==> config.mk <==
export PLATFORM = sky130hd
export DESIGN_NAME = clock_manager_top
export DESIGN_NICKNAME = d
export VERILOG_FILES = /design/src/clkmgr_pkg.sv /design/src/clkmgr_regs.sv /design/src/phase_shift_ctrl.sv /design/src/drp_access.sv /design/src/clock_source_select.sv /design/src/clock_manager_top.sv
export VERILOG_INCLUDE_DIRS = /design/src /design/src/src
export SDC_FILE = /design/constraint.sdc
export NUM_CORES = 1
export LEC_CHECK = 0
export ABC_AREA = 1
export BUFFER_PORTS_ARGS = -buffer_cell sky130_fd_sc_hd__buf_2
export CAP_MARGIN = 20
export CELL_PAD_IN_SITES_DETAIL_PLACEMENT = 0
export CELL_PAD_IN_SITES_GLOBAL_PLACEMENT = 1
export CORE_MARGIN = 2
export CORE_UTILIZATION = 46
export CTS_CLUSTER_DIAMETER = 80
export DETAILED_ROUTE_END_ITERATION = 6
export HOLD_SLACK_MARGIN = 0.02
export PLACE_DENSITY_LB_ADDON = 0.2
export SETUP_SLACK_MARGIN = 0.2
export SLEW_MARGIN = 20
export SYNTH_ARGS = -nofsm -noshare
export SYNTH_HDL_FRONTEND = slang
export SYNTH_SLANG_ARGS = --single-unit
==> constraint.sdc <==
create_clock -name clk_usb -period 6.4 [get_ports clk_usb]
set_clock_uncertainty 0.15 [all_clocks]
set_input_delay 0.32 -clock clk_usb [delete_from_list [all_inputs] [get_ports clk_usb]]
set_output_delay 0.32 -clock clk_usb [all_outputs]
set_load 0.03 [all_outputs]
==> src/clkmgr_macros.svh <==
`ifndef CLKMGR_MACROS_SVH
`define CLKMGR_MACROS_SVH

// APB register bus
`define CLKMGR_ADDR_W 8
`define CLKMGR_DATA_W 16

// Signed fine phase position of the ADC generator
`define PHASE_W 16

// Generator reconfiguration port
`define DRP_ADDR_W 7
`define DRP_DATA_W 16

// Generator reset hold after a clock source change, in clk_usb cycles
`define SEL_HOLD_CYCLES 8

`endif

==> src/clkmgr_pkg.sv <==
`include "clkmgr_macros.svh"

package clkmgr_pkg;

    typedef struct packed {
        logic [`CLKMGR_ADDR_W-1:0] paddr;
        logic                      psel;
        logic                      penable;
        logic                      pwrite;
        logic [`CLKMGR_DATA_W-1:0] pwdata;
    } apb_req_t;

    typedef struct packed {
        logic [`CLKMGR_DATA_W-1:0] prdata;
        logic                      pready;
        logic                      pslverr;
    } apb_rsp_t;

    // Bit order matches REG_CTRL, adc_source in the low bits
    typedef struct packed {
        logic       mmcm_shutdown;
        logic       gen_power_down;
        logic       adc_power_down;
        logic       gen_source;
        logic [2:0] adc_source;     // Same encoding as the ADC clock select bits
    } clk_ctrl_t;

    typedef struct packed {
        logic [`DRP_ADDR_W-1:0] daddr;
        logic                   den;
        logic                   dwe;
        logic [`DRP_DATA_W-1:0] di;
    } drp_req_t;

    typedef struct packed {
        logic [`DRP_DATA_W-1:0] dout;
        logic                   drdy;
    } drp_rsp_t;

    typedef struct packed {
        logic psen;
        logic psincdec;     // 1 steps the phase up
    } ps_req_t;

    typedef enum logic [`CLKMGR_ADDR_W-1:0] {
        REG_CTRL     = 8'h00,
        REG_PHASE    = 8'h04,
        REG_STATUS   = 8'h08,
        REG_DRP_ADDR = 8'h0C,
        REG_DRP_DATA = 8'h10,
        REG_DRP_CMD  = 8'h14
    } reg_addr_e;

    typedef enum logic [1:0] {PS_IDLE, PS_STEP, PS_WAIT} phase_state_e;

    typedef enum logic [1:0] {DRP_IDLE, DRP_WAIT_WR, DRP_WAIT_RD} drp_state_e;

endpackage

==> src/clkmgr_regs.sv <==
`timescale 1ns/100ps
`include "clkmgr_macros.svh"

module clkmgr_regs import clkmgr_pkg::*; (
    input  logic                   clk_usb,
    input  logic                   rst,
    input  apb_req_t               apb_req,
    output apb_rsp_t               apb_rsp,
    input  logic                   phase_done,
    input  logic                   drp_busy,
    input  logic                   adc_locked,
    input  logic                   gen_locked,
    input  logic [`DRP_DATA_W-1:0] drp_rdata,
    output clk_ctrl_t              ctrl,
    output logic [`PHASE_W-1:0]    phase_target,
    output logic [`DRP_ADDR_W-1:0] drp_addr,
    output logic [`DRP_DATA_W-1:0] drp_wdata,
    output logic                   drp_wr_start,
    output logic                   drp_rd_start,
    output logic                   drp_reset
);

    reg_addr_e                 reg_addr;
    logic                      access;      // APB access phase
    logic                      addr_hit;
    logic                      drp_reg;     // Offset starts a DRP transaction
    logic                      err;
    logic                      wr_ok;
    logic [`CLKMGR_DATA_W-1:0] rdata;

    assign reg_addr = reg_addr_e'(apb_req.paddr);
    assign access   = apb_req.psel & apb_req.penable;

    // Address decode and read mux
    always_comb begin
        addr_hit = 1'b1;
        drp_reg  = 1'b0;
        rdata    = '0;
        case (reg_addr)
            REG_CTRL:     rdata[$bits(clk_ctrl_t)-1:0] = ctrl;
            REG_PHASE:    rdata[`PHASE_W-1:0] = phase_target;
            REG_STATUS:   rdata[3:0] = {gen_locked, adc_locked, drp_busy, phase_done};
            REG_DRP_ADDR: rdata[`DRP_ADDR_W-1:0] = drp_addr;
            REG_DRP_DATA: begin
                rdata[`DRP_DATA_W-1:0] = drp_rdata;    // Last word read back
                drp_reg = 1'b1;
            end
            REG_DRP_CMD: begin
                rdata[1] = drp_reset;
                drp_reg  = 1'b1;
            end
            default:      addr_hit = 1'b0;
        endcase
    end

    // Unmapped offset, or a DRP command while the bridge is still working
    assign err   = access & (~addr_hit | (apb_req.pwrite & drp_reg & drp_busy));
    assign wr_ok = access & apb_req.pwrite & ~err;

    always_comb begin
        apb_rsp = '{prdata: rdata, pready: 1'b1, pslverr: err};
    end

    always_ff @(posedge clk_usb) begin
        if (rst) begin
            ctrl         <= '0;
            phase_target <= '0;
            drp_wr_start <= 1'b0;
            drp_rd_start <= 1'b0;
            drp_reset    <= 1'b0;
        end else begin
            drp_wr_start <= wr_ok & (reg_addr == REG_DRP_DATA);
            drp_rd_start <= wr_ok & (reg_addr == REG_DRP_CMD) & apb_req.pwdata[0];
            if (wr_ok) begin
                case (reg_addr)
                    REG_CTRL:    ctrl <= clk_ctrl_t'(apb_req.pwdata[$bits(clk_ctrl_t)-1:0]);
                    REG_PHASE:   phase_target <= apb_req.pwdata[`PHASE_W-1:0];
                    REG_DRP_CMD: drp_reset <= apb_req.pwdata[1];    // Held until cleared
                    default:     ;
                endcase
            end
        end
    end

    // DRP address and write word
    always_ff @(posedge clk_usb) begin
        if (wr_ok && reg_addr == REG_DRP_ADDR) begin
            drp_addr <= apb_req.pwdata[`DRP_ADDR_W-1:0];
        end
        if (wr_ok && reg_addr == REG_DRP_DATA) begin
            drp_wdata <= apb_req.pwdata[`DRP_DATA_W-1:0];
        end
    end

endmodule

==> src/phase_shift_ctrl.sv <==
`timescale 1ns/100ps
`include "clkmgr_macros.svh"

module phase_shift_ctrl import clkmgr_pkg::*; (
    input  logic                clk_usb,
    input  logic                rst,
    input  logic [`PHASE_W-1:0] phase_target,
    input  logic                psdone,
    output ps_req_t             ps_req,
    output logic                phase_done
);

    phase_state_e               state;
    logic signed [`PHASE_W-1:0] position;   // Steps applied so far
    logic signed [`PHASE_W-1:0] target;
    logic signed [`PHASE_W-1:0] next_pos;   // Position once the pending step lands

    assign target = $signed(phase_target);

    // Direction of the step in flight is held in psincdec
    assign next_pos = ps_req.psincdec ? position + `PHASE_W'(1)
                                      : position - `PHASE_W'(1);

    assign phase_done = (position == target);

    always_ff @(posedge clk_usb) begin
        if (rst) begin
            state    <= PS_IDLE;
            position <= '0;
            ps_req   <= '0;
        end else begin
            ps_req.psen <= 1'b0;     // Single cycle strobe
            case (state)
                PS_IDLE: begin
                    if (position != target) begin
                        ps_req.psen     <= 1'b1;
                        ps_req.psincdec <= (target > position);
                        state           <= PS_STEP;
                    end
                end

                // psen was high in PS_STEP, nothing more until psdone
                PS_STEP, PS_WAIT: begin
                    state <= PS_WAIT;
                    if (psdone) begin
                        position <= next_pos;
                        // Target may have moved while the step was pending
                        if (next_pos != target) begin
                            ps_req.psen     <= 1'b1;
                            ps_req.psincdec <= (target > next_pos);
                            state           <= PS_STEP;
                        end else begin
                            state <= PS_IDLE;
                        end
                    end
                end

                default: state <= PS_IDLE;
            endcase
        end
    end

endmodule

==> src/drp_access.sv <==
`timescale 1ns/100ps
`include "clkmgr_macros.svh"

module drp_access import clkmgr_pkg::*; (
    input  logic                   clk_usb,
    input  logic                   rst,
    input  logic [`DRP_ADDR_W-1:0] drp_addr,
    input  logic [`DRP_DATA_W-1:0] drp_wdata,
    input  logic                   drp_wr_start,
    input  logic                   drp_rd_start,
    input  drp_rsp_t               drp_rsp,
    output drp_req_t               drp_req,
    output logic [`DRP_DATA_W-1:0] drp_rdata,
    output logic                   drp_busy
);

    drp_state_e             state;
    logic                   den_q;
    logic                   dwe_q;
    logic [`DRP_ADDR_W-1:0] daddr_q;
    logic [`DRP_DATA_W-1:0] di_q;
    logic                   start;

    assign start    = drp_wr_start | drp_rd_start;
    assign drp_busy = (state != DRP_IDLE);  // Drops the cycle after drdy

    always_comb begin
        drp_req = '{daddr: daddr_q, den: den_q, dwe: dwe_q, di: di_q};
    end

    always_ff @(posedge clk_usb) begin
        if (rst) begin
            state <= DRP_IDLE;
            den_q <= 1'b0;
            dwe_q <= 1'b0;
        end else begin
            den_q <= 1'b0;
            dwe_q <= 1'b0;
            case (state)
                DRP_IDLE: begin
                    if (drp_wr_start) begin
                        den_q <= 1'b1;
                        dwe_q <= 1'b1;      // Write strobe rides with den
                        state <= DRP_WAIT_WR;
                    end else if (drp_rd_start) begin
                        den_q <= 1'b1;
                        state <= DRP_WAIT_RD;
                    end
                end
                DRP_WAIT_WR, DRP_WAIT_RD: begin
                    if (drp_rsp.drdy) begin
                        state <= DRP_IDLE;
                    end
                end
                default: state <= DRP_IDLE;
            endcase
        end
    end

    // Address, write word and read capture
    always_ff @(posedge clk_usb) begin
        if (state == DRP_IDLE && start) begin
            daddr_q <= drp_addr;
        end
        if (state == DRP_IDLE && drp_wr_start) begin
            di_q <= drp_wdata;
        end
        if (state == DRP_WAIT_RD && drp_rsp.drdy) begin
            drp_rdata <= drp_rsp.dout;
        end
    end

endmodule

==> src/clock_source_select.sv <==
`timescale 1ns/100ps
`include "clkmgr_macros.svh"

module clock_source_select import clkmgr_pkg::*; (
    input  logic      clk_usb,
    input  logic      rst,
    input  clk_ctrl_t ctrl,
    output clk_ctrl_t sel,
    output logic      gen_reset
);

    localparam int HOLD_W = $clog2(`SEL_HOLD_CYCLES + 1);

    logic              src_change;
    logic [HOLD_W-1:0] hold_cnt;    // Cycles of generator reset still to go

    // Only the source selects restart the hold, power-downs never do
    assign src_change = (ctrl.adc_source != sel.adc_source) |
                        (ctrl.gen_source != sel.gen_source);

    assign gen_reset = (hold_cnt != '0);

    always_ff @(posedge clk_usb) begin
        if (rst) begin
            sel <= '0;
        end else begin
            sel <= ctrl;    // One register stage for every field
        end
    end

    always_ff @(posedge clk_usb) begin
        if (rst) begin
            hold_cnt <= '0;
        end else if (src_change) begin
            hold_cnt <= HOLD_W'(`SEL_HOLD_CYCLES);  // Restarts on a change mid-hold
        end else if (gen_reset) begin
            hold_cnt <= hold_cnt - HOLD_W'(1);
        end
    end

endmodule

==> src/clock_manager_top.sv <==
`timescale 1ns/100ps
`include "clkmgr_macros.svh"

module clock_manager_top import clkmgr_pkg::*; (
    input  logic      clk_usb,
    input  logic      rst,
    input  apb_req_t  apb_req,
    output apb_rsp_t  apb_rsp,
    output ps_req_t   ps_req,
    input  logic      psdone,
    output drp_req_t  drp_req,
    input  drp_rsp_t  drp_rsp,
    input  logic      adc_locked,
    input  logic      gen_locked,
    output clk_ctrl_t sel,
    output logic      mmcm_gen_reset
);

    clk_ctrl_t              ctrl;
    logic [`PHASE_W-1:0]    phase_target;
    logic                   phase_done;
    logic [`DRP_ADDR_W-1:0] drp_addr;
    logic [`DRP_DATA_W-1:0] drp_wdata;
    logic [`DRP_DATA_W-1:0] drp_rdata;
    logic                   drp_wr_start;
    logic                   drp_rd_start;
    logic                   drp_reset;
    logic                   drp_busy;
    logic                   gen_reset;

    clkmgr_regs u_regs (
        .clk_usb      (clk_usb),
        .rst          (rst),
        .apb_req      (apb_req),
        .apb_rsp      (apb_rsp),
        .phase_done   (phase_done),
        .drp_busy     (drp_busy),
        .adc_locked   (adc_locked),
        .gen_locked   (gen_locked),
        .drp_rdata    (drp_rdata),
        .ctrl         (ctrl),
        .phase_target (phase_target),
        .drp_addr     (drp_addr),
        .drp_wdata    (drp_wdata),
        .drp_wr_start (drp_wr_start),
        .drp_rd_start (drp_rd_start),
        .drp_reset    (drp_reset)
    );

    phase_shift_ctrl u_phase (
        .clk_usb      (clk_usb),
        .rst          (rst),
        .phase_target (phase_target),
        .psdone       (psdone),
        .ps_req       (ps_req),
        .phase_done   (phase_done)
    );

    drp_access u_drp (
        .clk_usb      (clk_usb),
        .rst          (rst),
        .drp_addr     (drp_addr),
        .drp_wdata    (drp_wdata),
        .drp_wr_start (drp_wr_start),
        .drp_rd_start (drp_rd_start),
        .drp_rsp      (drp_rsp),
        .drp_req      (drp_req),
        .drp_rdata    (drp_rdata),
        .drp_busy     (drp_busy)
    );

    clock_source_select u_src_sel (
        .clk_usb   (clk_usb),
        .rst       (rst),
        .ctrl      (ctrl),
        .sel       (sel),
        .gen_reset (gen_reset)
    );

    // Generator stays in reset for board reset, relock hold or software request
    assign mmcm_gen_reset = rst | gen_reset | drp_reset;

endmodule

After elaboration in Yosys (flattened, before gate mapping)
Index checks and enable logic that the tools add are counted.
{ "classes": {"reduce_logical": 24, "bitwise": 17, "n_lt_le_gt_ge": 2, "mux": 25, "n_eq_ne": 19, "add_sub_neg": 3} }
{ "ops": {"columns": ["operator", "n"], "rows": [
  ["16-bit > comparator", 2],
  ["16-bit inequality test", 2],
  ["9-bit case mux with 2 select lines", 1],
  ["16-bit by 2-bit adder with 16-bit output, second input constant", 1],
  ["16-bit == test", 1],
  ["8-bit by 4-bit == test with 1-bit output, second input constant", 2],
  ["8-bit by 5-bit == test with 1-bit output, second input constant", 2],
  ["16-bit two-way mux", 1],
  ["2-bit two-way mux", 8],
  ["16-bit by 2-bit subtractor with 16-bit output, second input constant", 1],
  ["2-bit case mux with 2 select lines", 3],
  ["3-bit case mux with 4 select lines", 1],
  ["2-bit case mux with 5 select lines", 1],
  ["2-bit AND reduction", 5],
  ["2-bit OR reduction", 5],
  ["1-bit bitwise AND", 9],
  ["8-bit by 3-bit == test with 1-bit output, second input constant", 1],
  ["8-bit zero test", 1],
  ["4-bit two-way mux", 2],
  ["1-bit two-way mux", 6],
  ["1-bit case mux with 6 select lines", 1],
  ["2-bit nonzero test", 3],
  ["6-bit OR reduction", 1],
  ["1-bit logical AND", 5],
  ["14 further kinds", 25]
]} }
{ "totals": {"output_inout_bits": 53, "in_bits": 49, "register_bits": 123, "elab_cells": 118} }

Logic depth before layout (Yosys ltp)
Gate-level depths: netlist of the first run.
{ "depth": {"depth_word": 11, "depth_mapped": 24} }

Hierarchy
A second synthesis of the first run with hierarchy kept.
{ "unflattened": {"hier_cells": 838, "hier_area_um2": 6922.9} }
{ "modules_own_cells": {"columns": ["mod", "seq_area_each_um2", "cells_each", "area_each_um2", "instances"], "rows": [
  ["clkmgr_regs", 1211.2, 327, 2528.7, 1],
  ["phase_shift_ctrl", 400.4, 368, 2484.9, 1],
  ["drp_access", 1251.2, 69, 1383.8, 1],
  ["clock_source_select", 220.2, 71, 514.2, 1],
  ["clock_manager_top", 0.0, 3, 11.3, 1]
]} }

Worst setup path before layout of the first run
No wires, ideal clock.
{ "synth_path": {"kind": "register -> register", "from": "register, netlist name u_phase.ps_req[0]", "to": "register, netlist name u_phase.ps_req[0]", "path_stages_with_launch": 21, "period_less_slack_ns": 3.555, "setup_ns": 0.132, "path_slack_ns": 2.845, "n_path_buf": 0, "arrival_time_ns": 3.273, "cell_sequence": "dfxtp_1 > inv_1 > ha_1 > nand2_1 > nand2_1 > o21ai_0 > o21ai_0 > nand2_1 > nand2_1 > nand3_1 > nand2_1 > nand2_1 > and2_1 > ha_1 > nand4_1 > nor3_1 > nor2_1 > nand3_1 > nand2_1 > nand2_1 > a21oi_1"} }
{ "synth_between": {"elab_chain_cells": 5, "word_cells_on_any_way": 8, "classes_between": "order compare (1); eq/ne (2); mux (4); reduce/logical (1)"} }
{ "synth_rtl": {"columns": ["item", "line_no", "source"], "rows": [
  ["16-bit two-way mux (*)", "phase_shift_ctrl.sv:21", "assign next_pos = ps_req.psincdec ? position + `PHASE_W'(1)"],
  ["16-bit > comparator", "phase_shift_ctrl.sv:50", "ps_req.psincdec <= (target > next_pos);"],
  ["2-bit two-way mux", "phase_shift_ctrl.sv:48", "if (next_pos != target) begin"],
  ["2-bit two-way mux", "phase_shift_ctrl.sv:45", "if (psdone) begin"],
  ["2-bit case mux with 2 select lines", "phase_shift_ctrl.sv:33", "case (state)"]
]} }
Mark *: on every way between the ends. The rest lies on a longest branch, timed or not. The select of a mux whose other input is x is not followed.
A chain may end at the register's enable or synchronous reset.

Worst setup path in the final report of the first run
{ "layout_path": {"from": "register, netlist name u_phase.ps_req[0]", "to": "register, netlist name u_phase.ps_req[0]"} }
{ "layout_between": {"elab_chain_cells": 5, "word_cells_on_any_way": 8, "classes_between": "order compare (1); eq/ne (2); mux (4); reduce/logical (1)"} }
{ "layout_rtl": {"columns": ["item", "line_no"], "rows": [
  ["16-bit two-way mux (*)", "phase_shift_ctrl.sv:21"],
  ["16-bit > comparator", "phase_shift_ctrl.sv:50"],
  ["2-bit two-way mux", "phase_shift_ctrl.sv:48"],
  ["2-bit two-way mux", "phase_shift_ctrl.sv:45"],
  ["2-bit case mux with 2 select lines", "phase_shift_ctrl.sv:33"]
]} }
Marks and branches as above.

==> impl_summary.md, run 1 <==
Status
The flow ran to the end, and the final reports show no timing, DRC or antenna violations.

Placed design
The total placed cells including tap cells is 1023. The detailed-placement wirelength estimate is between 10000 and 15000 µm. The number of buffers added on ports is 100. At the end of routability-driven placement, the weighted congestion stood at 0.850.

Critical path
Counting stages on the worst path, the most repeated cell is sky130_fd_sc_hd__nand2_1. The peak per-stage delay on the critical path is 460 ps. For the worst setup path, the data required time is 6520 ps.

The worst setup path is of the reg2reg kind. Data on the critical path arrives at its endpoint at about 4000 ps. Counting both buffers and inverters, the worst setup path holds a total of 1. On the critical path the largest part of the delay comes from simple AND/OR/NAND/NOR gates.

The worst-path maximum fanout is 14. The worst setup path is captured at a register. The worst setup path is launched from a register.

The slack of the worst reg-to-reg path is around 2500 ps. For this design, the slowest cell found on the critical path is sky130_fd_sc_hd__dfxtp_1. Traced cell by cell, the critical path runs through inv_1, ha_1, nand2_1, nand2_1, o21ai_0, o21ai_0, nand2_1, nand2_1, nand3_1, nand2_1, nand2_1, and2_1, ha_1, nand4_1, nor3_1, nor2_1, nand3_1, nand2_1, nand2_1, a21oi_1.

Synthesis
The Yosys warning count is 0. Of the total synthesized cell area, the portion taken by XOR and XNOR cells is under 10%. The dominant combinational cell family by area after synthesis is simple AND/OR/NAND/NOR gates.

By area the synthesized netlist is led by sky130_fd_sc_hd__edfxtp_1, sky130_fd_sc_hd__dfxtp_1, sky130_fd_sc_hd__ha_1. The simple-gate share of the synthesized area is 23.2%. The net count after synthesis is roughly 860. The sequential cell area fraction in the yosys report is 48.1%. The top flip-flop cell by instance count after synthesis is sky130_fd_sc_hd__edfxtp_1. The multiplexer share of the synthesized area is 0%.

The mapped netlist covers 6410 µm². The number of enable flip-flop cells after synthesis is 62. The area fraction in compound gates after synthesis is 8.14%. The synthesized design contains 123 register bits. Counting flops with an async set or reset pin after synthesis yields a share of 0%. Summed over its instances, the top area cell type makes up 29.0% of the synthesized netlist area. Summed over all instances, the cell type with the most area after synthesis is sky130_fd_sc_hd__edfxtp_1. The gate count of the mapped netlist is 760. The adder-cell share of the synthesized area is 10.5%.

The count of cell types in the netlist is 42. Each instance of the synthesized netlist takes up on average between 8 and 9 µm².

Clock tree
The post-CTS setup repair buffer count is 0. The clock transition at the registers of the reported paths is 60 ps. The post-cts gate resize count is 0.

The buffer type at the clock tree root is sky130_fd_sc_hd__clkbuf_16. The post-cts hold buffer count is 31. In this run the deepest clock path goes through 2 buffers.

The total clock buffers created by CTS is 17. The later-pin clock latency in the skew report is 420 ps. The number of H-tree levels is 4. The CTS tree is done. The clock sink count is 123.

GRT
The initial antenna violation count was 0. The wire length of the first global-routing pass is around 24000 µm. The remaining global-route overflow is 0. In the global route stage, overall resource usage came out at 21.4%. The maximum number of pins on one net before global-route repair is 34. The via count of the first global-routing pass is 5091.

Cells and area
The repair_antennas step left the layout with diodes totalling 0. The net count reported at finish is 995. Relative to the synthesized area, the layout overhead comes to 23.2%.

The filler cells instantiated in the layout total 1212. In the final layout, flip-flops and latches occupy 3080 µm². The share of layout cells above drive strength 1 is ~17%. The footprint of the multi-input gates is between 2000 and 3000 µm². The non-filler instance count after layout is 1086.

STA
The number of endpoints failing setup at the final stage is 0. The clock period minus worst slack is 3920 ps. The aggregate negative setup slack is 0 ps. Headroom to the max-slew limit came out at between 20 and 30%. After layout, the worst path uses roughly 60% of the clock period.

The max-slew violation count was 0. The tightest hold path in the finished design has a slack of 38.6 ps. The count of endpoints failing hold in the final timing report was 0. The highest attainable clock frequency is 0.255 GHz. At the pin with the least slew margin, the transition time is 1050 ps. Setup repair after global routing left no endpoint under its margin.

Route
After detailed routing, the number of vias per cell comes to ~5. After the first detailed-routing iteration, the DRC count stood at 242. The average wire per standard cell is roughly 14 µm. The length of the first detailed-routing pass in iterations is 4. The residual DRC count is 0. The count of nets left with antenna violations once routing finished came out at 0. The total wire length is 15500 µm. The final route contains 5357 vias.

Pwr
The total power is around 3.4 mW. The total power divided by cell area is between 400 and 500 nW/µm². Summed over all cells, the static leakage comes to 3.83 nW. The worst-case IR drop observed on VDD is around 320 µV.

Run
Max-cap violations in this run came to 0.

Floorplan
102 I/O pins were placed. The starting density of the core is 46.7%. The vertical extent of the die is between 100 and 150 µm. In this run the horizontal extent of the chip is 122 µm. The placement row count is 43. The floorplan die area is 14900 µm². The area of the core region is 13700 µm².

Worst hold path
The min-delay analysis places its worst path in the category in2reg.
placed cells by master (no fill, tap or decap), types with 2 or more instances in the layout:
master,synthesis,routed
sky130_fd_sc_hd__nand2_1,170,170
sky130_fd_sc_hd__nor2_1,105,105
sky130_fd_sc_hd__inv_1,105,104
sky130_fd_sc_hd__buf_2,5,100
sky130_fd_sc_hd__edfxtp_1,62,62
sky130_fd_sc_hd__dfxtp_1,61,61
sky130_fd_sc_hd__ha_1,52,52
sky130_fd_sc_hd__a21oi_1,45,45
sky130_fd_sc_hd__dlygate4sd3_1,0,31
sky130_fd_sc_hd__nand3_1,28,28
sky130_fd_sc_hd__o21ai_0,23,23
sky130_fd_sc_hd__clkbuf_16,0,17
sky130_fd_sc_hd__nor3_1,16,16
sky130_fd_sc_hd__xnor2_1,9,9
sky130_fd_sc_hd__nand4_1,7,7
sky130_fd_sc_hd__and2_1,5,5
sky130_fd_sc_hd__xor2_1,5,5
sky130_fd_sc_hd__or2_2,5,5
sky130_fd_sc_hd__clkinv_2,1,5
sky130_fd_sc_hd__nand2_2,4,4
sky130_fd_sc_hd__a221oi_1,4,4
sky130_fd_sc_hd__o211ai_1,4,4
sky130_fd_sc_hd__clkinv_4,0,4
sky130_fd_sc_hd__clkinvlp_4,0,4
sky130_fd_sc_hd__o21bai_1,3,3
sky130_fd_sc_hd__nor2_2,3,3
sky130_fd_sc_hd__o22ai_1,3,3
sky130_fd_sc_hd__a221o_1,3,3
sky130_fd_sc_hd__clkinv_1,1,3
sky130_fd_sc_hd__nand3b_1,2,2
sky130_fd_sc_hd__nand3_4,2,2
sky130_fd_sc_hd__a21o_1,2,2
sky130_fd_sc_hd__buf_4,4,2
worst paths after layout:
kind	start	endpoint	depth (start not counted)
hold / removal	apb_req[2]	u_regs.drp_addr[2]	1
setup / recovery	u_phase.ps_req[0]	u_phase.ps_req[0]	20
setup reg to reg	u_phase.ps_req[0]	u_phase.ps_req[0]	20
hold reg to reg	u_regs.drp_wdata[6]	u_drp.di_q[6]	0
state kept, by name, summed over array words and instances (netlist names), 4 cells and up:
register / cells
u_phase.position: 16
u_src_sel.sel: 7
u_drp.drp_rdata: 16
u_drp.di_q: 16
u_regs.drp_addr: 7
u_drp.daddr_q: 7
u_regs.drp_wdata: 16
u_regs.phase_target: 16
u_src_sel.hold_cnt: 4
u_regs.ctrl: 7
cell usage after synthesis, types with 7 or more instances:
master,n
sky130_fd_sc_hd__a21oi_1,45
sky130_fd_sc_hd__dfxtp_1,61
sky130_fd_sc_hd__xnor2_1,9
sky130_fd_sc_hd__nand3_1,28
sky130_fd_sc_hd__nand4_1,7
sky130_fd_sc_hd__inv_1,105
sky130_fd_sc_hd__nor3_1,16
sky130_fd_sc_hd__ha_1,52
sky130_fd_sc_hd__edfxtp_1,62
sky130_fd_sc_hd__nor2_1,105
sky130_fd_sc_hd__nand2_1,170
sky130_fd_sc_hd__o21ai_0,23
sky130_fd_sc_hd__clkbuf_1,7
per-layer routing:
metal	routed length, µm	share of wire [%]	global-route usage (%)	vias up
met4	251	1.6	7.40	0
met3	612	4.0	3.93	21
met5	0	0	0	-
li1	-	-	-	2744
met1	7110	46	27.0	2481
met2	7520	49	37.0	111
final cells by class:
| class | instances | share of cell area, % |
|---|---|---|
| inverter | 108 | 5.18 |
| clock inverter | 15 | 1.62 |
| clock buffer | 17 | 5.39 |
| timing repair buffer | 133 | 10.5 |
| tap | 180 | 2.85 |
| multi-input combinational | 510 | 35.5 |
| sequential | 123 | 39.0 |
stage by stage:
step / setup WS, ps / area, µm² / util [%]
after global routing: 2120 / 7900 / 57.6
after detailed placement: 2500 / 7040 / 51.3
final: 2480 / 7900 / 57.6
after CTS: 2480 / 7900 / 57.6
after global placement: 2680 / 7040 / 51.3
after floorplan: 2840 / 6410 / -
worst reg2reg max path, stage by stage, from the launching register on:
cell	delay (ps)
sky130_fd_sc_hd__dfxtp_1	460
sky130_fd_sc_hd__inv_1	300
sky130_fd_sc_hd__ha_1	380
sky130_fd_sc_hd__nand2_1	60
sky130_fd_sc_hd__nand2_1	60
sky130_fd_sc_hd__o21ai_0	130
sky130_fd_sc_hd__o21ai_0	370
sky130_fd_sc_hd__nand2_1	90
sky130_fd_sc_hd__nand2_1	160
sky130_fd_sc_hd__nand3_1	120
sky130_fd_sc_hd__nand2_1	90
sky130_fd_sc_hd__nand2_1	60
sky130_fd_sc_hd__and2_1	140
sky130_fd_sc_hd__ha_1	340
sky130_fd_sc_hd__nand4_1	170
sky130_fd_sc_hd__nor3_1	340
sky130_fd_sc_hd__nor2_1	120
sky130_fd_sc_hd__nand3_1	100
sky130_fd_sc_hd__nand2_1	50
sky130_fd_sc_hd__nand2_1	50
sky130_fd_sc_hd__a21oi_1	50
cells by family after synthesis:
group / count (synthesis)
AND/OR/NAND/NOR: 351
buffers and inverters: 127
flip-flops: 123
XOR/XNOR: 14
AO/OA/AOI/OAI: 91
other: 1
adder cells (fa/ha/maj): 53
power breakdown:
part | switching, mW | internal, mW | total (mW)
registers | 0.0556 | 0.895 | 0.950
clock network | 0.352 | 0.531 | 0.883
logic | 0.982 | 0.601 | 1.58
total | 1.39 | 2.03 | 3.42
Power figures use the tool's default switching activity.
==> run 2, diff against run 1 <==
--- a/config.mk
+++ b/config.mk
@@ -6,13 +6,13 @@
 export SDC_FILE = /design/constraint.sdc
 export NUM_CORES = 1
 export LEC_CHECK = 0
-export ABC_AREA = 1
+export ABC_AREA = 0
 export BUFFER_PORTS_ARGS = -buffer_cell sky130_fd_sc_hd__buf_2
 export CAP_MARGIN = 20
 export CELL_PAD_IN_SITES_DETAIL_PLACEMENT = 0
 export CELL_PAD_IN_SITES_GLOBAL_PLACEMENT = 1
 export CORE_MARGIN = 2
-export CORE_UTILIZATION = 46
+export CORE_UTILIZATION = 40
 export CTS_CLUSTER_DIAMETER = 80
 export DETAILED_ROUTE_END_ITERATION = 6
 export HOLD_SLACK_MARGIN = 0.02
==> constraint.sdc (replaced) <==
create_clock -name clk_usb -period 3.3 [get_ports clk_usb]
set_clock_uncertainty 0.15 [all_clocks]
set_input_delay 0.165 -clock clk_usb [delete_from_list [all_inputs] [get_ports clk_usb]]
set_output_delay 0.165 -clock clk_usb [all_outputs]
set_load 0.03 [all_outputs]
==> run 2 against run 1 <==
- the run now ends with negative setup slack left
- non-clock buffer count up 80
- setup slack got worse by 3100 ps
- first-iteration DRC count increased by 31%
- core utilization down 0.63 points
- combinational power rose to 2.9 times the previous value
- via count fell by 1.5%
- critical path depth shrank 4
- die area increased by 12%
- cell area is 10% higher
- clock-buffer cell count up 1
- critical path type unchanged
- largest power group unchanged
==> impl_summary.md, run 2 <==
Status
The final reports fail on negative setup slack. The run finished, with violations left.

Pwr
In this run the power spent charging and discharging nets is 3.03 mW. The part of the power in combinational logic is 56.0%. The total power is 8.20 mW.

Net switching is 37.0% of the power. The total power divided by cell area is 944 nW/µm². For this design the static power due to leakage is about 3.7 nW.

Sequential cells burn 22.0% of the power. The largest voltage drop on the vdd net is 586 µV. The clock network fraction of total power is 22.0%. The internal power of the cells totals 5.17 mW.

Synthesis
The Yosys warning count is 0. Sequential cells were found to cover 49.2% of the synthesized design area. The area fraction in compound gates after synthesis is 14.2%.

By area the synthesized netlist is led by sky130_fd_sc_hd__edfxtp_1, sky130_fd_sc_hd__dfxtp_1, sky130_fd_sc_hd__ha_1. Summing the areas of all and, or, nand and nor instances in the mapped netlist gives 15.6% of the synthesized area. The total of flip-flops plus latches after synthesis is ~120.

The gate count of the mapped netlist is 595. The top flip-flop cell by instance count after synthesis is sky130_fd_sc_hd__edfxtp_1. The leading area contributor after synthesis is sky130_fd_sc_hd__edfxtp_1. The multiplexer share of the synthesized area is 3.29%. By area, the combinational part of the netlist is dominated by simple AND/OR/NAND/NOR gates.

The count of cell types in the netlist is between 70 and 80. The number of nets handed over by synthesis was 697. The commonest cells after synthesis are sky130_fd_sc_hd__edfxtp_1, sky130_fd_sc_hd__dfxtp_1, sky130_fd_sc_hd__ha_1, sky130_fd_sc_hd__a21oi_1, sky130_fd_sc_hd__nand2_1. The xor and xnor fraction of the mapped netlist area is about 2.8%. Summing the areas of all fa, ha and maj instances in the mapped netlist gives 10.7% of the synthesized area. The netlist area before placement is 6270 µm². The most frequent cell after synthesis is sky130_fd_sc_hd__edfxtp_1. The synthesized area per cell is around 11 µm². The share of synthesized flip-flops with an asynchronous set or reset is 0%. The top cell type by area accounts for 29.7% of the synthesized area. The number of enable flip-flop cells after synthesis is 62.

Route
Using the TritonRoute via totals, the vias-per-cell ratio works out to 5.14. The pre-antenna-repair detailed-routing pass consisted of 4 iterations. Wires add up to 17700 µm. The DRC marker count from the first detailed-route iteration is 318. For this run, design rule violations remaining after detail routing come to 0.

Dividing the detail-routed wire length by the instance count gives 17.2 µm. The vias after detailed routing is 5274. The count of nets left with antenna violations once routing finished came out at 0.

Floorplan
The area of the core region is 15300 µm². The die covers between 15000 and 20000 µm². The floorplan has 45 rows. The width of the chip is 129 µm.

102 I/O pins were placed. Once the floorplan was initialized, standard cells occupied about two fifths of the core. The vertical extent of the die is roughly 130 µm.

STA
The max-slew violation count was 0. The normalized max-slew margin is 34.5%. Across all hold checks on the routed design, the worst slack comes to around 40 ps. The clock period minus worst slack is 3930 ps. The highest attainable clock frequency is 0.255 GHz. Setup repair after global routing could not meet its margin everywhere. The count of endpoints failing hold in the final timing report came to 0. Dividing the final minimum period by the clock period gives 119%. The number of endpoints failing setup at the final stage is 3. Once routing completed, OpenROAD measured the worst setup slack at -629 ps. For the pin with the worst max-slew slack, the measured transition is 982 ps.

Critical path
At the worst endpoint, the required time is 3450 ps. STA classifies the critical path endpoint as a register. In this run the worst path has a maximum fanout of 6.

The signal arrival time at the worst endpoint is approximately 4000 ps. The startpoint kind of the worst setup timing path is a register. The critical path is of the reg2reg type.

Cells and area
The net count reported at finish is around 900. The area growth from synthesis to layout is 38.6%. Once layout is complete, the cells apart from fillers number slightly above 1000. Of the cells placed in the final design, the portion with a size suffix greater than 1 is approximately a third. In the layout the commonest cells are sky130_fd_sc_hd__buf_2, sky130_fd_sc_hd__buf_4, sky130_fd_sc_hd__edfxtp_1. Leaving out fill and tap cells, the most frequent cell in the layout is sky130_fd_sc_hd__buf_2. The total inserted antenna cells is 0. The filler cells instantiated in the layout total 1375. The final cell utilization of the core is 56.9%.

GRT
The first global-routing pass estimated 27400 µm of wire. The remaining global-route overflow is 0. The via count of the first global-routing pass came to ~5300.

The global-route usage over all layers is 21.4%. The initial antenna violation count came to 0. Entering global routing, the biggest net connects 48 pins.

Clock tree
The total clock buffers created by CTS is 17. The cell sitting at the root of the clock tree is a sky130_fd_sc_hd__clkbuf_16. Clock latency on the worst-skew pair, taken at its later pin, is 410 ps. In this run the number of H-tree levels came out at 4.

TritonCTS built the clock tree. The buffer levels on the longest clock path is 2. The clock sink count is around 120. After clock tree synthesis, the clock-pin slew on the worst setup and hold paths is 60 ps.

Run
The max capacitance violation total is 0.

Placed design
The weighted congestion reported at the end of routability-driven placement is 0.897. During placement, the flow inserted port buffers numbering 100. The detailed-placement wirelength estimate is around 13000 µm. In this run, placement finished with an instance count of 947.

Worst hold path
The path class of the tightest hold or removal check is in2reg.
[run 2: power groups by stage]
stage	clock [mW]	sequential, mW	combinational [mW]
5_1_grt	1.91	1.82	5.06
3_3_place_gp	0	1.84	3.88
4_1_cts	1.83	1.81	4.14
2_1_floorplan	0	1.84	2.40
6_report	1.80	1.81	4.59
3_5_place_dp	0	1.84	3.94
[run 2: repair_timing]
| action | 4_1_cts | 5_1_grt |
|---|---|---|
| hold endpoints to repair | 69 | 0 |
| cloned | 0 | 1 |
| hold buffers | 34 | 0 |
| pin swaps | 9 | 4 |
| gates resized for setup | 11 | 18 |
| setup buffers | 3 | 9 |
| setup endpoints to repair | 4 | 4 |
[run 2: cell type report]
class	instances	area, µm²	area share (%)
Tap cell	211	264	3.04
Multi-Input combinational cell	417	3170	36.5
Clock inverter	14	145	1.67
Clock buffer	18	429	4.94
Timing Repair Buffer	213	1480	17.0
Sequential cell	123	3090	35.5
Inverter	30	116	1.34
[run 2: worst paths after layout]
path	slack, ps	endpoint	startpoint	depth (start not counted)
hold / removal	40	u_drp.state[0]	drp_rsp[0]	4
hold reg to reg	270	u_drp.di_q[5]	u_regs.drp_wdata[5]	0
setup / recovery	-630	u_phase.ps_req[0]	u_phase.ps_req[0]	16
setup reg to reg	-630	u_phase.ps_req[0]	u_phase.ps_req[0]	16
[run 2: logic make-up (layout without fill, tap and decap cells)]
logic type | count (synthesis) | in the layout
xor gates and xnor gates | 20 | 20
AOI/OAI and AO/OA | 132 | 132
DFF | 123 | 123
adders and majority gates | 53 | 53
other | 1 | 1
buffers and inverters | 55 | 275
muxes | 19 | 19
and+or+nand+nor | 192 | 192
[run 2: worst max-delay path, stage by stage, from the launching register on]
cell and delay [ps]:
sky130_fd_sc_hd__dfxtp_4 350, sky130_fd_sc_hd__clkinvlp_4 130, sky130_fd_sc_hd__clkbuf_16 200, sky130_fd_sc_hd__ha_1 360, sky130_fd_sc_hd__a21o_1 210, sky130_fd_sc_hd__a21oi_1 200, sky130_fd_sc_hd__nand3b_1 110, sky130_fd_sc_hd__o31ai_1 330
sky130_fd_sc_hd__xor2_1 280, sky130_fd_sc_hd__ha_1 280, sky130_fd_sc_hd__nand4_1 120, sky130_fd_sc_hd__nor2_1 60, sky130_fd_sc_hd__a221o_1 330, sky130_fd_sc_hd__a211oi_2 180, sky130_fd_sc_hd__xor2_1 230, sky130_fd_sc_hd__a2bb2oi_1 90
sky130_fd_sc_hd__o41ai_1 210
[run 2: metal layers]
layer,wire (µm),GRT usage [%],up-vias
met5,0,0,-
met4,268,5.82,0
met3,624,3.92,22
met2,8560,35.6,138
met1,8220,28.7,2538
li1,-,-,2576
[run 2: through the flow]
stage          cell area [µm²]  worst slack, ps  setup TNS, ps
6_report                  8690             -629          -1570
5_1_grt                   8690             -849          -2180
4_1_cts                   8500             -536          -1080
3_5_place_dp              7500             -669          -1580
3_3_place_gp              7500             -596          -1410
2_1_floorplan             6370             -635          -1640
